File: src/common/dp_pkg.sv
package dp_pkg;

    // stream geometry
    localparam int LANES  = 4;
    localparam int LANE_W = 32;
    localparam int KEEP_W = LANES * LANE_W / 8;    // one keep bit per byte

    // per column register file
    localparam int RF_DEPTH  = 16;
    localparam int RF_ADDR_W = 4;

    // cycles through one column
    localparam int PE_LAT = 2;

    typedef logic signed [LANE_W-1:0] lane_t;
    typedef lane_t [LANES-1:0]        vec_t;
    typedef logic [KEEP_W-1:0]        keep_t;
    typedef logic [LANES-1:0]         lane_mask_t;
    typedef logic [RF_ADDR_W-1:0]     rf_addr_t;
    typedef logic [31:0]              instr_t;

    // codes 3..7 fall back to nop in the decoder
    typedef enum logic [2:0] {
        OP_NOP    = 3'd0,
        OP_VMV_VI = 3'd1,
        OP_VMACC  = 3'd2
    } op_e;

    // instruction word, msb first
    typedef struct packed {
        logic signed [15:0] imm;   // splat value for vmv.v.i
        logic [4:0]         rsvd;
        rf_addr_t           rs;    // weight register for vmacc
        rf_addr_t           rd;    // bias register, or vmv target
        logic [2:0]         op;
    } instr_f_t;

endpackage

File: src/rtl/beat_fifo.sv
`timescale 1ns/1ns

module beat_fifo import dp_pkg::*; #(
    parameter int DEPTH = 16
) (
    input  logic                       clk,
    input  logic                       rst,
    input  logic                       i_push,
    input  vec_t                       i_data,
    input  keep_t                      i_keep,
    input  logic                       i_last,
    input  logic                       i_pop,
    output vec_t                       o_data,
    output lane_mask_t                 o_mask,
    output keep_t                      o_keep,
    output logic                       o_last,
    output logic                       o_empty,
    output logic                       o_full,
    output logic [$clog2(DEPTH+1)-1:0] o_count
);

    localparam int ADDR_W = $clog2(DEPTH);
    localparam int CNT_W  = $clog2(DEPTH+1);
    localparam int KPL    = KEEP_W / LANES;    // keep bits per lane

    vec_t       data_mem [DEPTH];
    lane_mask_t mask_mem [DEPTH];
    logic       last_mem [DEPTH];

    logic [ADDR_W-1:0] wr_ptr;
    logic [ADDR_W-1:0] rd_ptr;
    logic [CNT_W-1:0]  count;
    lane_mask_t        push_mask;

    // lane is valid only with all its bytes kept
    for (genvar i = 0; i < LANES; i++) begin : g_lane
        assign push_mask[i]          = &i_keep[KPL*i +: KPL];
        assign o_keep[KPL*i +: KPL]  = {KPL{o_mask[i]}};
    end

    always_ff @(posedge clk) begin
        if (i_push) begin
            data_mem[wr_ptr] <= i_data;
            mask_mem[wr_ptr] <= push_mask;
            last_mem[wr_ptr] <= i_last;
        end
    end

    always_ff @(posedge clk) begin
        if (rst) begin
            wr_ptr <= '0;
            rd_ptr <= '0;
            count  <= '0;
        end else begin
            if (i_push) wr_ptr <= wr_ptr + 1'b1;   // depth is a power of two
            if (i_pop) rd_ptr <= rd_ptr + 1'b1;
            case ({i_push, i_pop})
                2'b10:   count <= count + 1'b1;
                2'b01:   count <= count - 1'b1;
                default: count <= count;
            endcase
        end
    end

    // head entry shows as soon as it is stored
    assign o_data  = data_mem[rd_ptr];
    assign o_mask  = mask_mem[rd_ptr];
    assign o_last  = last_mem[rd_ptr];
    assign o_empty = (count == '0);
    assign o_full  = (count == CNT_W'(DEPTH));
    assign o_count = count;

    // upstream ready / credit logic must keep these from happening
    assert property (@(posedge clk) disable iff (rst) i_push |-> !o_full)
        else $error("beat_fifo: push while full");
    assert property (@(posedge clk) disable iff (rst) i_pop |-> !o_empty)
        else $error("beat_fifo: pop while empty");

endmodule

File: config.mk
export PLATFORM = sky130hd
export DESIGN_NAME = beat_fifo
export DESIGN_NICKNAME = d
export VERILOG_FILES = /design/src/common/dp_pkg.sv /design/src/rtl/beat_fifo.sv
export SDC_FILE = /design/constraint.sdc
export NUM_CORES = 1
export LEC_CHECK = 0
export BUFFER_PORTS_ARGS = -buffer_cell sky130_fd_sc_hd__buf_2
export CORE_UTILIZATION = 50
export CTS_CLUSTER_DIAMETER = 80
export CTS_CLUSTER_SIZE = 14
export DETAILED_ROUTE_END_ITERATION = 8
export PLACE_DENSITY_LB_ADDON = 0.25
export SLEW_MARGIN = 20
export SYNTH_ARGS = -nofsm -noshare
export SYNTH_HDL_FRONTEND = slang
export SYNTH_SLANG_ARGS = --single-unit
File: constraint.sdc
create_clock -name clk -period 15.2 [get_ports clk]
set_input_delay 3.04 -clock clk [delete_from_list [all_inputs] [get_ports clk]]
set_output_delay 3.04 -clock clk [all_outputs]
set_load 0.005 [all_outputs]
==> summary.txt, run 1 <==
Outcome
  • Status: complete, no violations

Logic synthesis
  • EDFF count, synth: 2,128
  • Number of warnings reported in the yosys synthesis log: 0
  • Synthesized area per cell: 23.77 sq um
  • Number of library cell types mapped by synthesis: 38
  • Top FF cell, synth: sky130_fd_sc_hd__edfxtp_1
  • Synthesized area: slightly above 80,000 sq um
  • Cells after synthesis: 3,384
  • Syn Nets: 3,542
  • Share of the yosys chip area belonging to registers: 79.88%
  • FF+latch count, synth: approximately 2,100
  • Async set-reset flop share out of synthesis: 0%

Clocking
  • Post-CTS resize count: 0
  • Clock tree from TritonCTS: yes
  • Clock Sink Count: 2,145
  • Post-CTS Repair Setup Buffers: 0
  • Clock edge transition at the registers on the reported setup and hold paths: around 60 ps
  • Clock Tree Buf Depth: 3
  • Clock Tree Root: sky130_fd_sc_hd__clkbuf_16
  • Number of H-tree levels: 4
  • Later-pin clock latency in the skew report: 790 ps
  • Number of buffers inserted by hold repair at cts: 0
  • CTS buffer count: 173

Final layout
  • Share of post-route cells with drive strength above 1: 29.90%
  • Area growth from synthesis to layout: 10.47%
  • Layout Nets: between 3,000 and 4,000

Placed design
  • DP HPWL: 88.13 mm
  • Routability-driven placement congestion ratio: 0.7158
  • Count of buffers inserted at the top-level ports: 304

Worst setup path
  • Crit path max-delay cell type: sky130_fd_sc_hd__dfxtp_4
  • FF-to-FF setup slack: 11,740 ps
  • Kind of end point of the critical path: primary output
  • Cells along the critical path: buf_12 > buf_4 > buf_4 > mux4_2 > a22oi_1 > nand2_1 > buf_2
  • Worst flop-to-flop path startpoint: wr_ptr[3]$_SDFFE_PP0P_
  • Cells on worst reg2reg path: 4
  • Combined buffer and inverter count along the critical path: 4
  • Longest individual stage delay on the worst path: ~870 ps
  • Largest fanout on the critical path: 93
  • Critical path required time: 12,160 ps
  • Start-to-end type of the worst setup path: reg -> out
  • CP arrival: 5110 ps
  • Most Frequent Cell on Critical Path: sky130_fd_sc_hd__buf_4
  • Cell family with most CP delay: buffers and inverters
  • Endpoint of the most critical register-to-register path: data_mem[10][62]$_DFFE_PP_
  • Nature of the critical path startpoint: register

GRT
  • Vias in the first global route: 37,400
  • Tot GR Track Use: approximately 23%
  • Wire length of the first global-routing pass: 264.1 mm
  • Initial antenna violation count: 45
  • Remaining global-route overflow: 0
  • Maximum number of pins on one net before global-route repair: 160

STA
  • Final worst path period need: 8146 ps
  • Setup-violating endpoint count in the final report: 0
  • Achievable clock frequency: 122.8 MHz
  • Relative slew slack: 24.17%
  • Worst-margin pin slew: roughly 1100 ps
  • Worst Skew: 21.60 ps
  • Total negative setup slack: 0 ps
  • Number of pins exceeding their max-slew limit in the final report: 0
  • Unrepaired setup endpoints after global routing: no
  • Part of the cycle the worst path needs: 53.59%
  • Number of endpoints with negative hold slack in the final report: 0

Route
  • Number of design-rule violations left by the first detailed-router iteration: 3,807
  • Via count: 36,710
  • DR vias/cell: 6.210
  • Routed wire length: 183.8 mm
  • Residual DRC count: 0
  • DR pass1 iterations: 7
  • Antenna viol nets, final: 0
  • Routed wire length per instance: 31.10 um

Floorplanning
  • Cell row count: 146
  • Floorplan die width: 403.1 um
  • Number of primary I/O pins: 305
  • Die height: just over 400 um
  • Core footprint: about 160,000 sq um
  • Die outline area: 162,500 sq um
  • Starting density of the core: 50.55%

Run
  • Maximum capacitance violations: 0

Power and ir drop
  • Post-layout total power: between 10,000 and 15,000 uW
  • Total power density per cell area: 128.3 nW/um^2
  • Worst VDD drop: about 0.11 mV
  • Static leakage power: 0.02736 uW

Min path
  • Worst min-delay path class: reg -> reg
  • Start point of the worst min-delay path: rd_ptr[2]$_SDFFE_PP0P_
  • Cell depth of the worst min-delay path: 2
layout make-up:
type / instances / area, sq um
Timing Repair Buffer: 367 / 2135
Multi-Input combinational cell: 1036 / 15100
Clock inverter: 19 / 222.7
Fill cell: 11610 / 70260
Clock buffer: 182 / 4405
Antenna cell: 12 / 30.03
Inverter: 4 / 15.01
Sequential cell: 2145 / 64250
Tap cell: 2146 / 2685
where the power goes:
part	total (uW)	switching, uW	internal [uW]
sequential	6610	28.5	6580
combinational	789	439	350
clock	4010	1950	2060
worst register-to-register path: stages, from the launching register on:
cell and delay, ps:
sky130_fd_sc_hd__dfxtp_1 410, sky130_fd_sc_hd__nor3b_1 450, sky130_fd_sc_hd__and2_4 550, sky130_fd_sc_hd__buf_4 800, sky130_fd_sc_hd__buf_4 840
synthesized netlist by cell type, drive strengths merged (3+ instances only):
library cell  instances  area, sq um
a22oi               130        975.9
nand2b                6        37.54
o21ai                 3        15.01
nand2                73        274.0
nor2                 83        311.6
ha                    9        112.6
mux2i                 3        30.03
nand4                 5        31.28
mux4                532        11980
and2                 18        112.6
xor2                  6        52.55
inv                   4        15.01
nor2b                 4        25.02
o22ai               136        850.8
buf                 141        928.4
edfxtp             2128        63900
and4                  4        35.03
dfxtp                17        340.3
clkbuf               58        217.7
xnor2                 3        26.28
worst max-delay path by stage:
stage	startpoint	end	slack (ps)	cells past startpoint
after floorplan	i_push	data_mem[10][0]$_DFFE_PP_	7930	4
after global placement	register	o_data[89]	7710	7
after detailed placement	register	o_data[60]	7690	7
after CTS	register	o_data[60]	6830	7
after global routing	register	o_data[60]	6550	7
final	register	o_data[67]	7050	7
routing by layer:
layer / GRT usage, % / vias to the layer above / share of wire [%]
met5: 0 / - / 0.13
met4: 5.330 / 40 / 2.1
met3: 4.122 / 295 / 6.9
met2: 37.49 / 1333 / 50
met1: 31.97 / 19930 / 41
li1: - / 15100 / -
sequential cells by signal, indices dropped and copies added (netlist names), named ones only:
register	cells
data_mem	2048
last_mem	16
mask_mem	64
o_count	5
rd_ptr	4
wr_ptr	4
layout by cell type (no fill, tap or decap), drive strengths merged, types with 2 or more instances in the layout:
cell	count
nor2	83
and4	4
nand4	5
nand2b	6
and2	18
mux4	532
clkbuf	182
nand4b	2
xor2	6
xnor2	3
clkinv	9
a21oi	2
mux2i	3
dfxtp	17
nand2	73
or3	2
a22oi	130
o22ai	136
nor3	2
or2	2
o21ai	3
edfxtp	2128
ha	9
buf	367
diode	12
nor4	2
inv	13
nor2b	4
metrics by stage:
stage / hold slack, ps / util [%] / setup slack, ps / cells / area (sq um)
2_1_floorplan: 484.7 / - / 7932 / 3384 / 80420
3_3_place_gp: 507.4 / 52.88 / 7711 / 5696 / 84130
3_5_place_dp: 543.2 / 52.88 / 7695 / 5696 / 84130
4_1_cts: 562.0 / 55.79 / 6826 / 5897 / 88760
5_1_grt: 595.4 / 55.83 / 6549 / 5904 / 88830
6_report: 562.8 / 55.84 / 7054 / 5911 / 88850
kinds of logic (layout without fill, tap and decap cells):
| family | after synthesis | in the layout | share of synthesized area, % |
|---|---|---|---|
| mux | 535 | 535 | 14.94 |
| flops | 2145 | 2145 | 79.88 |
| buf+inv | 203 | 572 | 1.444 |
| fa+ha+maj | 9 | 9 | 0.1400 |
| compound gates | 275 | 275 | 2.348 |
| other cells | 0 | 12 | 0 |
| xor+xnor | 9 | 9 | 0.09802 |
| simple gates | 208 | 208 | 1.157 |
No activity file was read; power rests on OpenSTA's default activity.
==> run 2, diff against run 1 <==
==> constraint.sdc (replaced) <==
create_clock -name clk -period 7.4 [get_ports clk]
set_input_delay 1.48 -clock clk [delete_from_list [all_inputs] [get_ports clk]]
set_output_delay 1.48 -clock clk [all_outputs]
set_load 0.005 [all_outputs]
==> summary.txt, run 2 (synthesis gave the netlist of run 1 again) <==
Power and ir drop
  • Post-layout total power: 23,470 uW (+110%)
  • Total power density per cell area: 263.5 nW/um^2 (+110%)
  • Static leakage power: 0.02742 uW (+0.22%)
  • Worst VDD drop: 0.2249 mV (+97%)

Min path
  • Worst min-delay path class: reg -> reg

STA
  • Number of pins exceeding their max-slew limit in the final report: 0 (unchanged)
  • Worst-case hold slack: 548.4 ps (-14.46 ps)
  • Relative slew slack: 22.40% (-1.8 points)
  • Achievable clock frequency: approximately 190 MHz
  • Unrepaired setup endpoints after global routing: no
  • Final worst path period need: 5258 ps
  • Worst Skew: 18.14 ps (-3.455 ps)
  • Part of the cycle the worst path needs: 71.05%
  • Number of endpoints with negative hold slack in the final report: 0 (unchanged)
  • Setup-violating endpoint count in the final report: 0 (unchanged)
  • Worst-margin pin slew: 1164 ps (+26.58 ps)
  • Total negative setup slack: 0 ps (unchanged)

Worst setup path
  • Kind of end point of the critical path: primary output
  • CP arrival: 3780 ps (-1330 ps)
  • Largest fanout on the critical path: 51 (-45%)
  • Start-to-end type of the worst setup path: reg -> out
  • Nature of the critical path startpoint: register
  • Critical path required time: 5920 ps (-6240 ps)

Clocking
  • Later-pin clock latency in the skew report: 810 ps (+20 ps)
  • Clock edge transition at the registers on the reported setup and hold paths: 70 ps (about the same)
  • CTS buffer count: 172 (-0.58%)
  • Clock Tree Root: sky130_fd_sc_hd__clkbuf_16
  • Number of H-tree levels: 4 (unchanged)
  • Clock Sink Count: 2,145 (unchanged)
  • Clock Tree Buf Depth: 3 (unchanged)
  • Post-CTS Repair Setup Buffers: 0 (unchanged)
  • Post-CTS resize count: 0 (unchanged)
  • Clock tree from TritonCTS: yes
  • Number of buffers inserted by hold repair at cts: 0 (unchanged)

Route
  • Residual DRC count: 0 (unchanged)
  • DR vias/cell: 6.164 (-0.73%)
  • DR pass1 iterations: 5 (-2)
  • Antenna viol nets, final: 0 (unchanged)
  • Number of design-rule violations left by the first detailed-router iteration: 3,701 (-2.8%)
  • Routed wire length per instance: 30.46 um (-2.0%)
  • Routed wire length: 180.4 mm (-1.8%)
  • Via count: 36,510 (-0.54%)

Floorplanning
  • Die outline area: 162,500 sq um (unchanged)
  • Die height: 403.1 um (unchanged)
  • Cell row count: 146 (unchanged)
  • Floorplan die width: 403.1 um (unchanged)
  • Number of primary I/O pins: 305 (unchanged)
  • Starting density of the core: 50.55% (unchanged)
  • Core footprint: 159,100 sq um (unchanged)

Final layout
  • Flip-flop count of the largest register after layout: 2,048 (unchanged)
  • Area growth from synthesis to layout: 10.74%
  • Share of post-route cells with drive strength above 1: 29.78% (-0.11 points)
  • Leading cell types in the layout, fill and taps excluded: sky130_fd_sc_hd__edfxtp_1 (2,128), sky130_fd_sc_hd__mux4_2 (532), sky130_fd_sc_hd__buf_2 (304), sky130_fd_sc_hd__clkbuf_16 (176), sky130_fd_sc_hd__o22ai_1 (136)
  • FF/Latch Area: 64,250 sq um (unchanged)
  • Fill cell instance count of the final layout: 11,590 (-0.16%)
  • Most common cell after layout, fill and taps aside: sky130_fd_sc_hd__edfxtp_1
  • Layout Nets: 3,886 (+0.026%)
  • Footprint of the multi-input gates: 15,100 sq um (unchanged)
  • Largest regs: data_mem x2048, mask_mem x64, last_mem x16
  • Final standard cell area without fillers: 89,060 sq um (+0.24%)
  • Most flop-heavy register: data_mem

Placed design
  • Count of buffers inserted at the top-level ports: 304 (unchanged)
  • Routability-driven placement congestion ratio: 0.7091 (-0.94%)
  • Post-placement cell area: 84,340 sq um (+0.24%)
  • DP HPWL: 86.74 mm (-1.6%)

GRT
  • Remaining global-route overflow: 0 (unchanged)
  • Initial antenna violation count: 40 (-11%)
  • Wire length of the first global-routing pass: 261.5 mm (-0.99%)
  • Tot GR Track Use: 22.42% (-0.34 points)
  • Maximum number of pins on one net before global-route repair: 147 (-8.1%)
  • Vias in the first global route: 38,050 (+1.7%)

Outcome
  • Status: complete, no violations

Run
  • Maximum capacitance violations: 0 (unchanged)
run 2: cell count changes in the layout (fill, tap and decap cells not counted), sizes merged:
cell | previous run | this run
clkbuf | 182 | 199
inv | 13 | 8
diode | 12 | 9
buf | 367 | 369
clkinv | 9 | 10
clkinvlp | 1 | 0
run 2: per-layer routing:
layer  routed length (um)  track usage [%]
met5                  230                0
met4                 3649            5.817
met3                12710            4.182
met2                89720            36.82
met1                74090            31.26
run 2: path summary, 6_finish.rpt:
kind / from / endpoint / slack, ps / cells past startpoint
worst max-delay path: register / o_data[0] / 2140 / 6
worst min-delay path: rd_ptr[1]$_SDFFE_PP0P_ / register / 550 / 2
worst max register to register: wr_ptr[2]$_SDFFE_PP0P_ / data_mem[4][47]$_DFFE_PP_ / 4500 / 4
worst min register to register: rd_ptr[1]$_SDFFE_PP0P_ / register / 550 / 2
run 2: worst max-delay path, cell delays in order, from the launching register on:
cell and delay (ps):
sky130_fd_sc_hd__dfxtp_4 900, sky130_fd_sc_hd__buf_4 510, sky130_fd_sc_hd__buf_4 540, sky130_fd_sc_hd__mux4_2 390, sky130_fd_sc_hd__o22ai_1 330, sky130_fd_sc_hd__nor2_1 120, sky130_fd_sc_hd__buf_2 150
run 2: cell type report:
cell class | instances | area share [%]
Sequential cell | 2145 | 72.15
Multi-Input combinational cell | 1036 | 16.96
Clock buffer | 199 | 5.042
Tap cell | 2146 | 3.015
Timing Repair Buffer | 369 | 2.565
Clock inverter | 14 | 0.2332
Antenna cell | 9 | 0.02529
Inverter | 4 | 0.01686
run 2: metrics by stage:
step | worst slack (ps) | utilization, % | cells
after global placement | 2885 | 53.01 | 5700
after CTS | 2034 | 55.96 | 5913
after floorplan | 1692 | - | 3384
after global routing | 1947 | 55.97 | 5918
after detailed placement | 2910 | 53.01 | 5700
final | 2142 | 55.97 | 5922
run 2: power by group:
part / internal, uW / total, uW / switching, uW / leakage (uW)
Clock: 4270 / 8270 / 4000 / 0.00229
Sequential: 13500 / 13600 / 58.4 / 0.0194
Combinational: 729 / 1630 / 903 / 0.00574
Total: 18500 / 23500 / 4960 / 0.0274
