File: config.mk
export PLATFORM = sky130hd
export DESIGN_NAME = stream_ctrl
export DESIGN_NICKNAME = d
export VERILOG_FILES = /design/src/common/dp_pkg.sv /design/src/rtl/stream_ctrl.sv
export SDC_FILE = /design/constraint.sdc
export NUM_CORES = 1
export LEC_CHECK = 0
export BUFFER_PORTS_ARGS = -buffer_cell sky130_fd_sc_hd__buf_2
export CORE_AREA = 2 2 39 41
export CTS_CLUSTER_SIZE = 12
export DETAILED_ROUTE_END_ITERATION = 8
export DIE_AREA = 0 0 41 43
export HOLD_SLACK_MARGIN = 0.1
export MAX_ROUTING_LAYER = met4
export PLACE_DENSITY = 0.81
export SLEW_MARGIN = 20
export SYNTH_ARGS = -nofsm -noshare
export SYNTH_HDL_FRONTEND = slang
export SYNTH_SLANG_ARGS = --single-unit
File: constraint.sdc
create_clock -name clk -period 4.6 [get_ports clk]
set_clock_uncertainty 0.2 [all_clocks]
set_input_delay 0.92 -clock clk [delete_from_list [all_inputs] [get_ports clk]]
set_output_delay 0.92 -clock clk [all_outputs]
set_load 0.005 [all_outputs]
File: src/common/dp_pkg.sv
package dp_pkg;

    // stream geometry
    localparam int LANES  = 4;
    localparam int LANE_W = 32;
    localparam int KEEP_W = LANES * LANE_W / 8;    // one keep bit per byte

    // per column register file
    localparam int RF_DEPTH  = 16;
    localparam int RF_ADDR_W = 4;

    // cycles through one column
    localparam int PE_LAT = 2;

    typedef logic signed [LANE_W-1:0] lane_t;
    typedef lane_t [LANES-1:0]        vec_t;
    typedef logic [KEEP_W-1:0]        keep_t;
    typedef logic [LANES-1:0]         lane_mask_t;
    typedef logic [RF_ADDR_W-1:0]     rf_addr_t;
    typedef logic [31:0]              instr_t;

    // codes 3..7 fall back to nop in the decoder
    typedef enum logic [2:0] {
        OP_NOP    = 3'd0,
        OP_VMV_VI = 3'd1,
        OP_VMACC  = 3'd2
    } op_e;

    // instruction word, msb first
    typedef struct packed {
        logic signed [15:0] imm;   // splat value for vmv.v.i
        logic [4:0]         rsvd;
        rf_addr_t           rs;    // weight register for vmacc
        rf_addr_t           rd;    // bias register, or vmv target
        logic [2:0]         op;
    } instr_f_t;

endpackage

File: src/rtl/stream_ctrl.sv
`timescale 1ns/1ns

module stream_ctrl import dp_pkg::*; #(
    parameter int NUM_COL    = 2,
    parameter int FIFO_DEPTH = 16
) (
    input  logic                            clk,
    input  logic                            rst,
    input  logic                            i_done_loader,
    input  logic                            i_in_tvalid,
    input  logic                            i_in_full,
    input  logic                            i_in_empty,
    output logic                            o_tready,
    output logic                            o_pop,
    input  logic                            i_out_push,
    input  logic [$clog2(FIFO_DEPTH+1)-1:0] i_out_count,
    input  logic                            i_out_pop,
    input  logic                            i_out_last,
    output logic                            o_done,
    input  logic                            i_instr_req,
    output logic                            o_instr_ack,
    output logic                            o_exec
);

    localparam int CNT_W = $clog2(FIFO_DEPTH+1);
    localparam logic [CNT_W-1:0] DEPTH_C = CNT_W'(FIFO_DEPTH);

    typedef enum logic {ARM_OFF, ARM_ON} arm_e;
    typedef enum logic [1:0] {HS_IDLE, HS_EXEC, HS_ACK} hs_e;

    arm_e             arm_q;
    hs_e              hs_q;
    logic [CNT_W-1:0] in_flight;   // popped but not yet in the output fifo
    logic [CNT_W-1:0] out_free;
    logic             armed;
    logic             last_out;
    logic             credit_ok;

    assign armed    = (arm_q == ARM_ON);
    assign last_out = i_out_pop & i_out_last;

    always_ff @(posedge clk) begin
        if (rst) begin
            arm_q <= ARM_OFF;
        end else begin
            case (arm_q)
                ARM_OFF: if (i_done_loader) arm_q <= ARM_ON;
                ARM_ON:  if (last_out) arm_q <= ARM_OFF;
            endcase
        end
    end

    assign o_done   = armed & last_out;
    assign o_tready = armed & ~i_in_full;

    // pop only if every beat in the columns still has an output slot
    assign out_free  = DEPTH_C - i_out_count;
    assign credit_ok = (out_free > in_flight);
    assign o_pop     = armed & ~i_in_empty & credit_ok;

    always_ff @(posedge clk) begin
        if (rst) begin
            in_flight <= '0;
        end else begin
            case ({o_pop, i_out_push})
                2'b10:   in_flight <= in_flight + 1'b1;
                2'b01:   in_flight <= in_flight - 1'b1;
                default: in_flight <= in_flight;
            endcase
        end
    end

    // four phase req/ack, one exec cycle per request
    always_ff @(posedge clk) begin
        if (rst) begin
            hs_q <= HS_IDLE;
        end else begin
            case (hs_q)
                HS_IDLE: if (i_instr_req) hs_q <= HS_EXEC;
                HS_EXEC: hs_q <= HS_ACK;
                HS_ACK:  if (!i_instr_req) hs_q <= HS_IDLE;
                default: hs_q <= HS_IDLE;
            endcase
        end
    end

    assign o_exec      = (hs_q == HS_EXEC);
    assign o_instr_ack = (hs_q == HS_ACK);

    // column pipes hold at most PE_LAT beats each
    assert property (@(posedge clk) disable iff (rst) in_flight <= CNT_W'(PE_LAT * NUM_COL))
        else $error("stream_ctrl: in-flight count above column capacity");
    // accepted beat must be sitting in the input fifo next cycle
    assert property (@(posedge clk) disable iff (rst) i_in_tvalid && o_tready |=> !i_in_empty)
        else $error("stream_ctrl: accepted beat not held by input fifo");

endmodule

==> qor.yml, run 1 <==
detailed_routing:
  routed-via-count: 601
  initialDrtViolationCount: 4
  drt_pass1_iterations: 5
  via_per_inst: 5.62
  finalWirelength_um: 1310
  drt.antenna.violating_nets: 0
  drt_drc_violations_left: 0
  avgRoutedWirePerCell_um: 12.2
clock_tree:
  ctsRootBufferMaster: "clkbuf_4"
  tritoncts.num_buffers: 3
  ctsHtreeMaxLevel: 1
  ctsResizeCount: 0
  cts_hold_buf: 0
  clkSlewWorstSetupHoldPaths_ps: 50
  clock_sink_count: 8
  cts_post_setup_buffers_inserted: 0
  clk-insertion-delay-late_ps: 270
  cts_buffer_depth: 2
  cts_tree: "done"
sta:
  setup-tns-final_ps: 0
  worstMarginPinSlew_ps: 305
  final_max_slew_viol_count: 0
  slew-limit-headroom: 0.797
  finalSetupViolCount: 0
  finalWorstPathRequiredPeriod_ps: 3990
  fmax_mhz: 250
  period_share: 0.868
  hold_viol: 0
  worst_slack_ps: 606
  grt_setup_unrepaired: "no"
setup_path:
  worstPathCellList: "buf_2 -> inv_1 -> ha_1 -> xnor2_1 -> ha_1 -> a21o_1 -> a21o_1 -> a221o_1 -> nand4b_1 -> ha_1 -> ha_1 -> a21oi_1 -> a21oi_1 -> or4_1 -> a21oi_1"
  startpoint_type: "primary input"
  most_used_cell_along_the_critical_path: "ha_1"
  crit_arrival_ps: 3990
  slowest_delay_ps: 470
  timing.critical_path.required_ps: 4590
  crit_family: "adder cells"
  critPathBufInv: 2
  top_fanout_value_on_the_critical_path: 5
  type_of_element_capturing_the_critical_path: "flop"
  crit_type: "primary input to flop"
  critical-path-slowest-cell: "or4_1"
floorplan:
  core_area_mm2: 0.00138
  design.portCount: 20
  start_util: 0.448
  fp.dieArea_mm2: 0.00176
  die_h_um: 43
  fp.dieW_um: 41
  fp-row-count: 14
synth:
  post-synth-top-area-cell: "dfxtp_1"
  syn-num-nets: 98
  synth.yosys.warnings: 0
  yosys_top_cell_area_share: 0.259
  synth.top_cells.by_area: "dfxtp_1, ha_1, inv_1, nor2_1, xnor2_1"
  syn-instance-count: 72
  synth-seq-cells: 8
  avgSynthCellArea_um2: 8.60
  synth_seq_area_share: 0.259
  synthesis.area_um2: 619
  yosysUniqueCellTypes: 27
cells_and_area:
  multiInputGateArea_um2: 422
  num_antenna_cells: 0
  fillers: 146
  most-common-layout-cells: "buf_2, ha_1, inv_1, dfxtp_1, nor2_1"
  post_route_cells_drive_above_1_share: 0.231
  nNetsFinal: 119
  syn2layout_area_growth_pct: 20.2
  final-seq-area_um2: 160
  most_common_cell_after_layout_fill_and_taps_aside: "buf_2"
placed_design:
  gp_routability_congestion: 0.839
  place.detailed.hpwl_um: 994
  detailedPlace.worstSlack_ps: 362
  place.port_buffers: 18
run:
  drv.max_cap_violation_count: 0
global_routing:
  global_router_s_overall_resource_usage: 0.177
  wire_length_of_the_first_global_routing_pass_um: 2020
  overflow: 0
  first_global_vias: 523
  number_of_antenna_violations_at_the_first_check_in_global_routing: 0
  grt_start_max_net_pins: 11
pwr:
  leakage_power_total_nw: 0.386
  p_per_area_mw_per_mm2: 334
  ir_worst_vdd_uv: 177
status:
  status: "finished clean"
worst_hold_path:
  hold_class: "flop to flop"
## cells in the mapped netlist
cell type  instances
or4_1              1
nand2_1            3
clkbuf_1           2
a21oi_1            5
nand4b_1           1
nor2b_1            3
nor4b_1            1
and4_1             1
nor4bb_1           1
and3_1             2
nor4_1             1
dfxtp_1            8
a221o_1            1
and4b_1            1
nor2_1             7
ha_1              10
nor3_1             2
a211oi_1           1
inv_1              8
fa_1               1
xnor2_1            3
or3_1              1
xor2_1             2
o31ai_1            1
mux2i_1            1
a21o_1             3
nand3_1            1
## through the flow
step	utilization	std cells	hold WS (ps)	power [mW]	instance area, µm²
after global routing	0.538	107	282	0.273	744
after CTS	0.538	107	244	0.251	744
final	0.538	107	240	0.249	744
after floorplan	-	72	216	0.165	619
after global placement	0.522	104	222	0.186	722
after detailed placement	0.522	104	233	0.192	722
## power by group
part	internal, mW	switching (mW)
registers	0.0808	0.0117
clock network	0.0300	0.0264
logic	0.0502	0.0497
total	0.161	0.0878
## final cells by class
| cell class | count | share of cell area |
|---|---|---|
| multi-input combinational | 54 | 0.566 |
| sequential | 8 | 0.215 |
| timing repair buffer | 18 | 0.121 |
| inverter | 8 | 0.0403 |
| clock buffer | 3 | 0.0303 |
| tap | 16 | 0.0269 |
## path summary, 6_finish.rpt
check / start / to / slack, ps / depth (start not counted)
max reg2reg: in_flight[2]$_SDFFE_PP0P_ / in_flight[4]$_SDFFE_PP0P_ / 1360 / 12
min: hs_q[1]$_SDFFE_PP0P_ / hs_q[0]$_SDFFE_PP0P_ / 240 / 1
min reg2reg: hs_q[1]$_SDFFE_PP0P_ / hs_q[0]$_SDFFE_PP0P_ / 240 / 1
max: i_out_count[0] / in_flight[4]$_SDFFE_PP0P_ / 610 / 15
## routing by layer
layer / vias to the layer above / part of all wire / global-route usage
li1: 298 / - / -
met1: 280 / 0.41 / 0.186
met2: 19 / 0.52 / 0.281
met3: 4 / 0.050 / 0.0471
met4: 0 / 0.021 / 0.100
met5: - / 0 / -
## flip-flops by register name, summed over array words and instances (netlist names)
name / cells
arm_q: 1
hs_q: 2
in_flight: 5
## cells by family (layout without fill, tap and decap cells)
kind of cell | count (synthesis) | in the layout | share of synthesized area
muxes | 1 | 1 | 0.0162
and+or+nand+nor | 26 | 26 | 0.242
AOI/OAI and AO/OA | 11 | 11 | 0.117
buffers and inverters | 10 | 29 | 0.0606
DFF | 8 | 8 | 0.259
xor gates and xnor gates | 5 | 5 | 0.0707
adders and majority gates | 11 | 11 | 0.234
Power figures use the tool's default switching activity.
==> run 2: changes to the inputs <==
--- a/config.mk
+++ b/config.mk
@@ -12,7 +12,7 @@
 export DIE_AREA = 0 0 41 43
 export HOLD_SLACK_MARGIN = 0.1
 export MAX_ROUTING_LAYER = met4
-export PLACE_DENSITY = 0.81
+export PLACE_DENSITY = 0.74
 export SLEW_MARGIN = 20
 export SYNTH_ARGS = -nofsm -noshare
 export SYNTH_HDL_FRONTEND = slang
==> qor.yml, run 2 (synthesis results as in run 1) <==
status:
  status: "finished clean"  # unchanged
cells_and_area:
  number_of_flip_flops_in_the_largest_register: 5  # unchanged
  most_common_cell_after_layout_fill_and_taps_aside: "buf_2"  # unchanged
  most-common-layout-cells: "buf_2, ha_1, inv_1, dfxtp_1, nor2_1"  # unchanged
  nNetsFinal: 119  # unchanged
  registers.top_by_ff_count: "in_flight"  # unchanged
  post_route_cells_drive_above_1_share: 0.231  # unchanged
  num_antenna_cells: 0  # unchanged
  finalCoreUtilization: 0.538  # unchanged
  syn2layout_area_growth_pct: 20.2  # unchanged
  largest_registers: "in_flight (5), hs_q (2), arm_q (1)"  # unchanged
global_routing:
  first_global_vias: 526  # was 523
  grt_start_max_net_pins: 11  # unchanged
  global_router_s_overall_resource_usage: 0.164  # was 0.177
  overflow: 0  # unchanged
  number_of_antenna_violations_at_the_first_check_in_global_routing: 0  # unchanged
  wire_length_of_the_first_global_routing_pass_um: 1920  # was 2020 µm
pwr:
  leakage_power_total_nw: 0.386  # unchanged
  ir_worst_vdd_uv: 183  # was 177 µV
  totalPowerFinal_mw: 0.244  # was 0.249 mW
  p_per_area_mw_per_mm2: 327  # was 334 mW/mm²
clock_tree:
  cts_hold_buf: 0  # unchanged
  cts_post_setup_buffers_inserted: 0  # unchanged
  ctsHtreeMaxLevel: 1  # unchanged
  ctsRootBufferMaster: "clkbuf_4"  # unchanged
  tritoncts.num_buffers: 3  # unchanged
  cts_tree: "done"  # unchanged
  clock_sink_count: 8  # unchanged
  clkSlewWorstSetupHoldPaths_ps: 50  # about the same
  clk-insertion-delay-late_ps: 250  # was 270 ps
  cts_buffer_depth: 2  # unchanged
  ctsResizeCount: 0  # unchanged
setup_path:
  rr_startpoint: "in_flight[2]$_SDFFE_PP0P_"  # unchanged
  crit_arrival_ps: 3960  # was 3990 ps
  timing.critical_path.required_ps: 4580  # was 4590 ps
  critical-path-slowest-cell: "or4_1"  # unchanged
  worstPathCellList: "buf_2 -> inv_1 -> ha_1 -> xnor2_1 -> ha_1 -> a21o_1 -> a21o_1 -> a221o_1 -> nand4b_1 -> ha_1 -> ha_1 -> a21oi_1 -> a21oi_1 -> or4_1 -> a21oi_1"  # unchanged
  most_used_cell_along_the_critical_path: "ha_1"  # unchanged
  slowest_delay_ps: 460  # was 470 ps
  crit_type: "primary input to flop"  # unchanged
  startpoint_type: "primary input"  # unchanged
  startpoint: "i_out_count[0]"  # unchanged
  type_of_element_capturing_the_critical_path: "flop"  # unchanged
  top_fanout_value_on_the_critical_path: 5  # unchanged
detailed_routing:
  drt_pass1_iterations: 4  # was 5
  finalWirelength_um: 1260  # was 1310 µm
  avgRoutedWirePerCell_um: 11.7  # was 12.2 µm
  drt.antenna.violating_nets: 0  # unchanged
  via_per_inst: 5.21  # was 5.62
  routed-via-count: 557  # was 601
  drt_drc_violations_left: 0  # unchanged
  initialDrtViolationCount: 6  # was 4
sta:
  finalSetupViolCount: 0  # unchanged
  worstMarginPinSlew_ps: 357  # was 305 ps
  hold_viol: 0  # unchanged
  grt_setup_unrepaired: "no"  # unchanged
  worst_slack_ps: 620  # was 606 ps
  period_share: 0.865  # was 0.868
  fmax_mhz: 251  # was 250 MHz
  slew-limit-headroom: 0.759  # was 0.797
  final_max_slew_viol_count: 0  # unchanged
  finalWorstPathRequiredPeriod_ps: 3980  # was 3990 ps
  setup-tns-final_ps: 0  # unchanged
placed_design:
  place.port_buffers: 18  # unchanged
  detailedPlace.worstSlack_ps: 379  # was 362 ps
  gp_routability_congestion: 0.740  # was 0.839
  place.detailed.hpwl_um: 934  # was 994 µm
floorplan:
  fp.dieArea_mm2: 0.00176  # unchanged
  die_h_um: 43  # unchanged
  fp.dieW_um: 41  # unchanged
  fp-row-count: 14  # unchanged
  core_area_mm2: 0.00138  # unchanged
  start_util: 0.448  # unchanged
  design.portCount: 20  # unchanged
run:
  drv.max_cap_violation_count: 0  # unchanged
worst_hold_path:
  timing.hold.worst.start: "in_flight[4]$_SDFFE_PP0P_"  # was hs_q[1]$_SDFFE_PP0P_
  hold_class: "flop to flop"  # unchanged
==> run 2: routing by layer <==
metal  global-route usage  part of all wire
met4                0.140             0.013
met2                0.234              0.51
met1                0.182              0.45
met3               0.0366             0.025
met5                    -                 0
==> run 2: worst paths after layout <==
check             cells after the start                         to  slack [ps]
setup / recovery                     15  in_flight[4]$_SDFFE_PP0P_         620
setup reg to reg                     12  in_flight[4]$_SDFFE_PP0P_        1370
hold / removal                        2  in_flight[4]$_SDFFE_PP0P_         290
hold reg to reg                       2  in_flight[4]$_SDFFE_PP0P_         290
==> run 2: per-stage QoR <==
stage          std cells  cell area (µm²)  hold slack [ps]
6_report             107              744              288
5_1_grt              107              744              300
4_1_cts              107              744              290
3_5_place_dp         104              722              239
3_3_place_gp         104              722              226
2_1_floorplan         72              619              216
==> run 2: worst max-delay path: cells and delay by family <==
kind / cells / cell delay [ps]
AOI/OAI and AO/OA: 6 / 1080
adders and majority gates: 4 / 1060
and+or+nand+nor: 2 / 570
xor gates and xnor gates: 1 / 170
buffers and inverters: 2 / 140
==> run 2: area by class of cell <==
type / count / area, µm²
clock buffer: 3 / 22.5
fill: 141 / 639
inverter: 8 / 30.0
multi-input combinational: 54 / 422
sequential: 8 / 160
tap: 16 / 20.0
timing repair buffer: 18 / 90.1
==> run 2: power breakdown <==
| part | switching (mW) | internal, mW |
|---|---|---|
| Sequential | 0.0113 | 0.0809 |
| Combinational | 0.0493 | 0.0494 |
| Clock | 0.0229 | 0.0298 |
==> run 3: changes to the inputs <==
--- a/config.mk
+++ b/config.mk
@@ -10,9 +10,11 @@
 export CTS_CLUSTER_SIZE = 12
 export DETAILED_ROUTE_END_ITERATION = 8
 export DIE_AREA = 0 0 41 43
+export GPL_ROUTABILITY_DRIVEN = 1
 export HOLD_SLACK_MARGIN = 0.1
 export MAX_ROUTING_LAYER = met4
 export PLACE_DENSITY = 0.74
+export REMOVE_ABC_BUFFERS = 1
 export SLEW_MARGIN = 20
 export SYNTH_ARGS = -nofsm -noshare
 export SYNTH_HDL_FRONTEND = slang
==> qor.yml, run 3 (synthesis results as in run 1) <==
status:
  status: "finished clean"  # unchanged
sta:
  slew-limit-headroom: 0.795  # was 0.759
  final_max_slew_viol_count: 0  # unchanged
  grt_setup_unrepaired: "no"  # unchanged
  fmax_mhz: 249  # was 251 MHz
  hold_viol: 0  # unchanged
  finalWorstPathRequiredPeriod_ps: 4010  # was 3980 ps
  worstMarginPinSlew_ps: 307  # was 357 ps
  period_share: 0.872  # was 0.865
  setup-tns-final_ps: 0  # unchanged
  finalSetupViolCount: 0  # unchanged
  worst_slack_ps: 587  # was 620 ps
setup_path:
  crit_family: "compound AO/OA/AOI/OAI gates"  # unchanged
  regToRegSetupSlack_ps: 1350  # was 1370 ps
  critPathBufInv: 2  # unchanged
  top_fanout_value_on_the_critical_path: 5  # unchanged
  r2r.worst_path.cells: 12  # unchanged
  startpoint_type: "primary input"  # unchanged
  worstPathCellList: "buf_2 -> inv_1 -> ha_1 -> xnor2_1 -> ha_1 -> a21o_1 -> a21o_1 -> a221o_1 -> nand4b_1 -> ha_1 -> ha_1 -> a21oi_1 -> a21oi_1 -> or4_1 -> a21oi_1"  # unchanged
  worst_r2r_endpoint: "in_flight[4]$_SDFFE_PP0P_"  # unchanged
  critical-path-slowest-cell: "or4_1"  # unchanged
  crit_arrival_ps: 4000  # was 3960 ps
  rr_startpoint: "in_flight[2]$_SDFFE_PP0P_"  # unchanged
  type_of_element_capturing_the_critical_path: "flop"  # unchanged
  timing.critical_path.required_ps: 4580  # about the same
  most_used_cell_along_the_critical_path: "ha_1"  # unchanged
  crit_type: "primary input to flop"  # unchanged
  slowest_delay_ps: 470  # was 460 ps
clock_tree:
  cts_post_setup_buffers_inserted: 0  # unchanged
  clk-insertion-delay-late_ps: 260  # was 250 ps
  clkSlewWorstSetupHoldPaths_ps: 50  # about the same
  cts_tree: "done"  # unchanged
  cts_buffer_depth: 2  # unchanged
  ctsResizeCount: 0  # unchanged
  tritoncts.num_buffers: 3  # unchanged
  ctsRootBufferMaster: "clkbuf_4"  # unchanged
  clock_sink_count: 8  # unchanged
  ctsHtreeMaxLevel: 1  # unchanged
  cts_hold_buf: 0  # unchanged
cells_and_area:
  post_route_cells_drive_above_1_share: 0.231  # unchanged
  syn2layout_area_growth_pct: 20.2  # unchanged
  num_antenna_cells: 0  # unchanged
  registers.top_by_ff_count: "in_flight"  # unchanged
  number_of_flip_flops_in_the_largest_register: 5  # unchanged
  most-common-layout-cells: "buf_2, ha_1, inv_1, dfxtp_1, nor2_1"  # unchanged
  nNetsFinal: 119  # unchanged
  most_common_cell_after_layout_fill_and_taps_aside: "buf_2"  # unchanged
  fillers: 143  # was 141
  final_cells: 107  # unchanged
  largest_registers: "in_flight (5), hs_q (2), arm_q (1)"  # unchanged
worst_hold_path:
  timing.hold.worst.start: "hs_q[1]$_SDFFE_PP0P_"  # was in_flight[4]$_SDFFE_PP0P_
  hold-path-cell-count: 1  # was 2
  hold_class: "flop to flop"  # unchanged
  holdPathEnd: "hs_q[0]$_SDFFE_PP0P_"  # was in_flight[4]$_SDFFE_PP0P_
floorplan:
  fp.dieW_um: 41  # unchanged
  core_area_mm2: 0.00138  # unchanged
  fp-row-count: 14  # unchanged
  die_h_um: 43  # unchanged
  fp.dieArea_mm2: 0.00176  # unchanged
  design.portCount: 20  # unchanged
  start_util: 0.448  # unchanged
detailed_routing:
  avgRoutedWirePerCell_um: 11.7  # about the same
  initialDrtViolationCount: 11  # was 6
  routed-via-count: 561  # was 557
  finalWirelength_um: 1250  # was 1260 µm
  via_per_inst: 5.24  # was 5.21
  drt.antenna.violating_nets: 0  # unchanged
  drt_pass1_iterations: 4  # unchanged
  drt_drc_violations_left: 0  # unchanged
pwr:
  p_per_area_mw_per_mm2: 330  # was 327 mW/mm²
  ir_worst_vdd_uv: 183  # about the same
  leakage_power_total_nw: 0.386  # unchanged
placed_design:
  gp_routability_congestion: 0.757  # was 0.740
  detailedPlace.worstSlack_ps: 339  # was 379 ps
  place.detailed.hpwl_um: 993  # was 934 µm
  numPlacedInstances: 104  # unchanged
  place.port_buffers: 18  # unchanged
global_routing:
  first_global_vias: 524  # was 526
  wire_length_of_the_first_global_routing_pass_um: 1900  # was 1920 µm
  grt_start_max_net_pins: 11  # unchanged
  global_router_s_overall_resource_usage: 0.163  # was 0.164
  number_of_antenna_violations_at_the_first_check_in_global_routing: 0  # unchanged
  overflow: 0  # unchanged
run:
  drv.max_cap_violation_count: 0  # unchanged
==> run 3: stage by stage <==
stage	power [mW]	instance area (µm²)	hold WS (ps)	utilization
6_report	0.245	744	242	0.538
5_1_grt	0.265	744	265	0.538
4_1_cts	0.247	744	245	0.538
3_5_place_dp	0.191	722	237	0.522
3_3_place_gp	0.186	722	225	0.522
2_1_floorplan	0.164	612	211	-
==> run 3: report_power, final <==
group          switching [mW]  internal, mW  total, mW
combinational          0.0489        0.0496     0.0985
clock                  0.0248        0.0299     0.0548
sequential             0.0114        0.0808     0.0922
total                  0.0851         0.160      0.245
==> run 3: metal layers <==
layer	share of wire	vias up	track usage
met5	0	-	-
met4	0.015	0	0.0800
met3	0.030	4	0.0157
met2	0.50	11	0.266
met1	0.46	250	0.187
li1	-	296	-
==> run 3: worst max path at each step <==
stage	startpoint	to	cells after the start
after global placement	i_out_count[0]	in_flight[4]$_SDFFE_PP0P_	15
after CTS	i_out_count[0]	in_flight[4]$_SDFFE_PP0P_	15
final	i_out_count[0]	in_flight[4]$_SDFFE_PP0P_	15
after floorplan	i_out_count[0]	in_flight[4]$_SDFFE_PP0P_	14
after global routing	i_out_count[0]	in_flight[4]$_SDFFE_PP0P_	15
after detailed placement	i_out_count[0]	in_flight[4]$_SDFFE_PP0P_	15
==> run 3: area by class of cell <==
| cell class | instances | area, µm² | area share |
|---|---|---|---|
| inverters | 8 | 30.0 | 0.0403 |
| multi-input cells | 54 | 422 | 0.566 |
| flip-flops and latches | 8 | 160 | 0.215 |
| well taps | 16 | 20.0 | 0.0269 |
| clock buffers | 3 | 22.5 | 0.0303 |
| repair buffers | 18 | 90.1 | 0.121 |
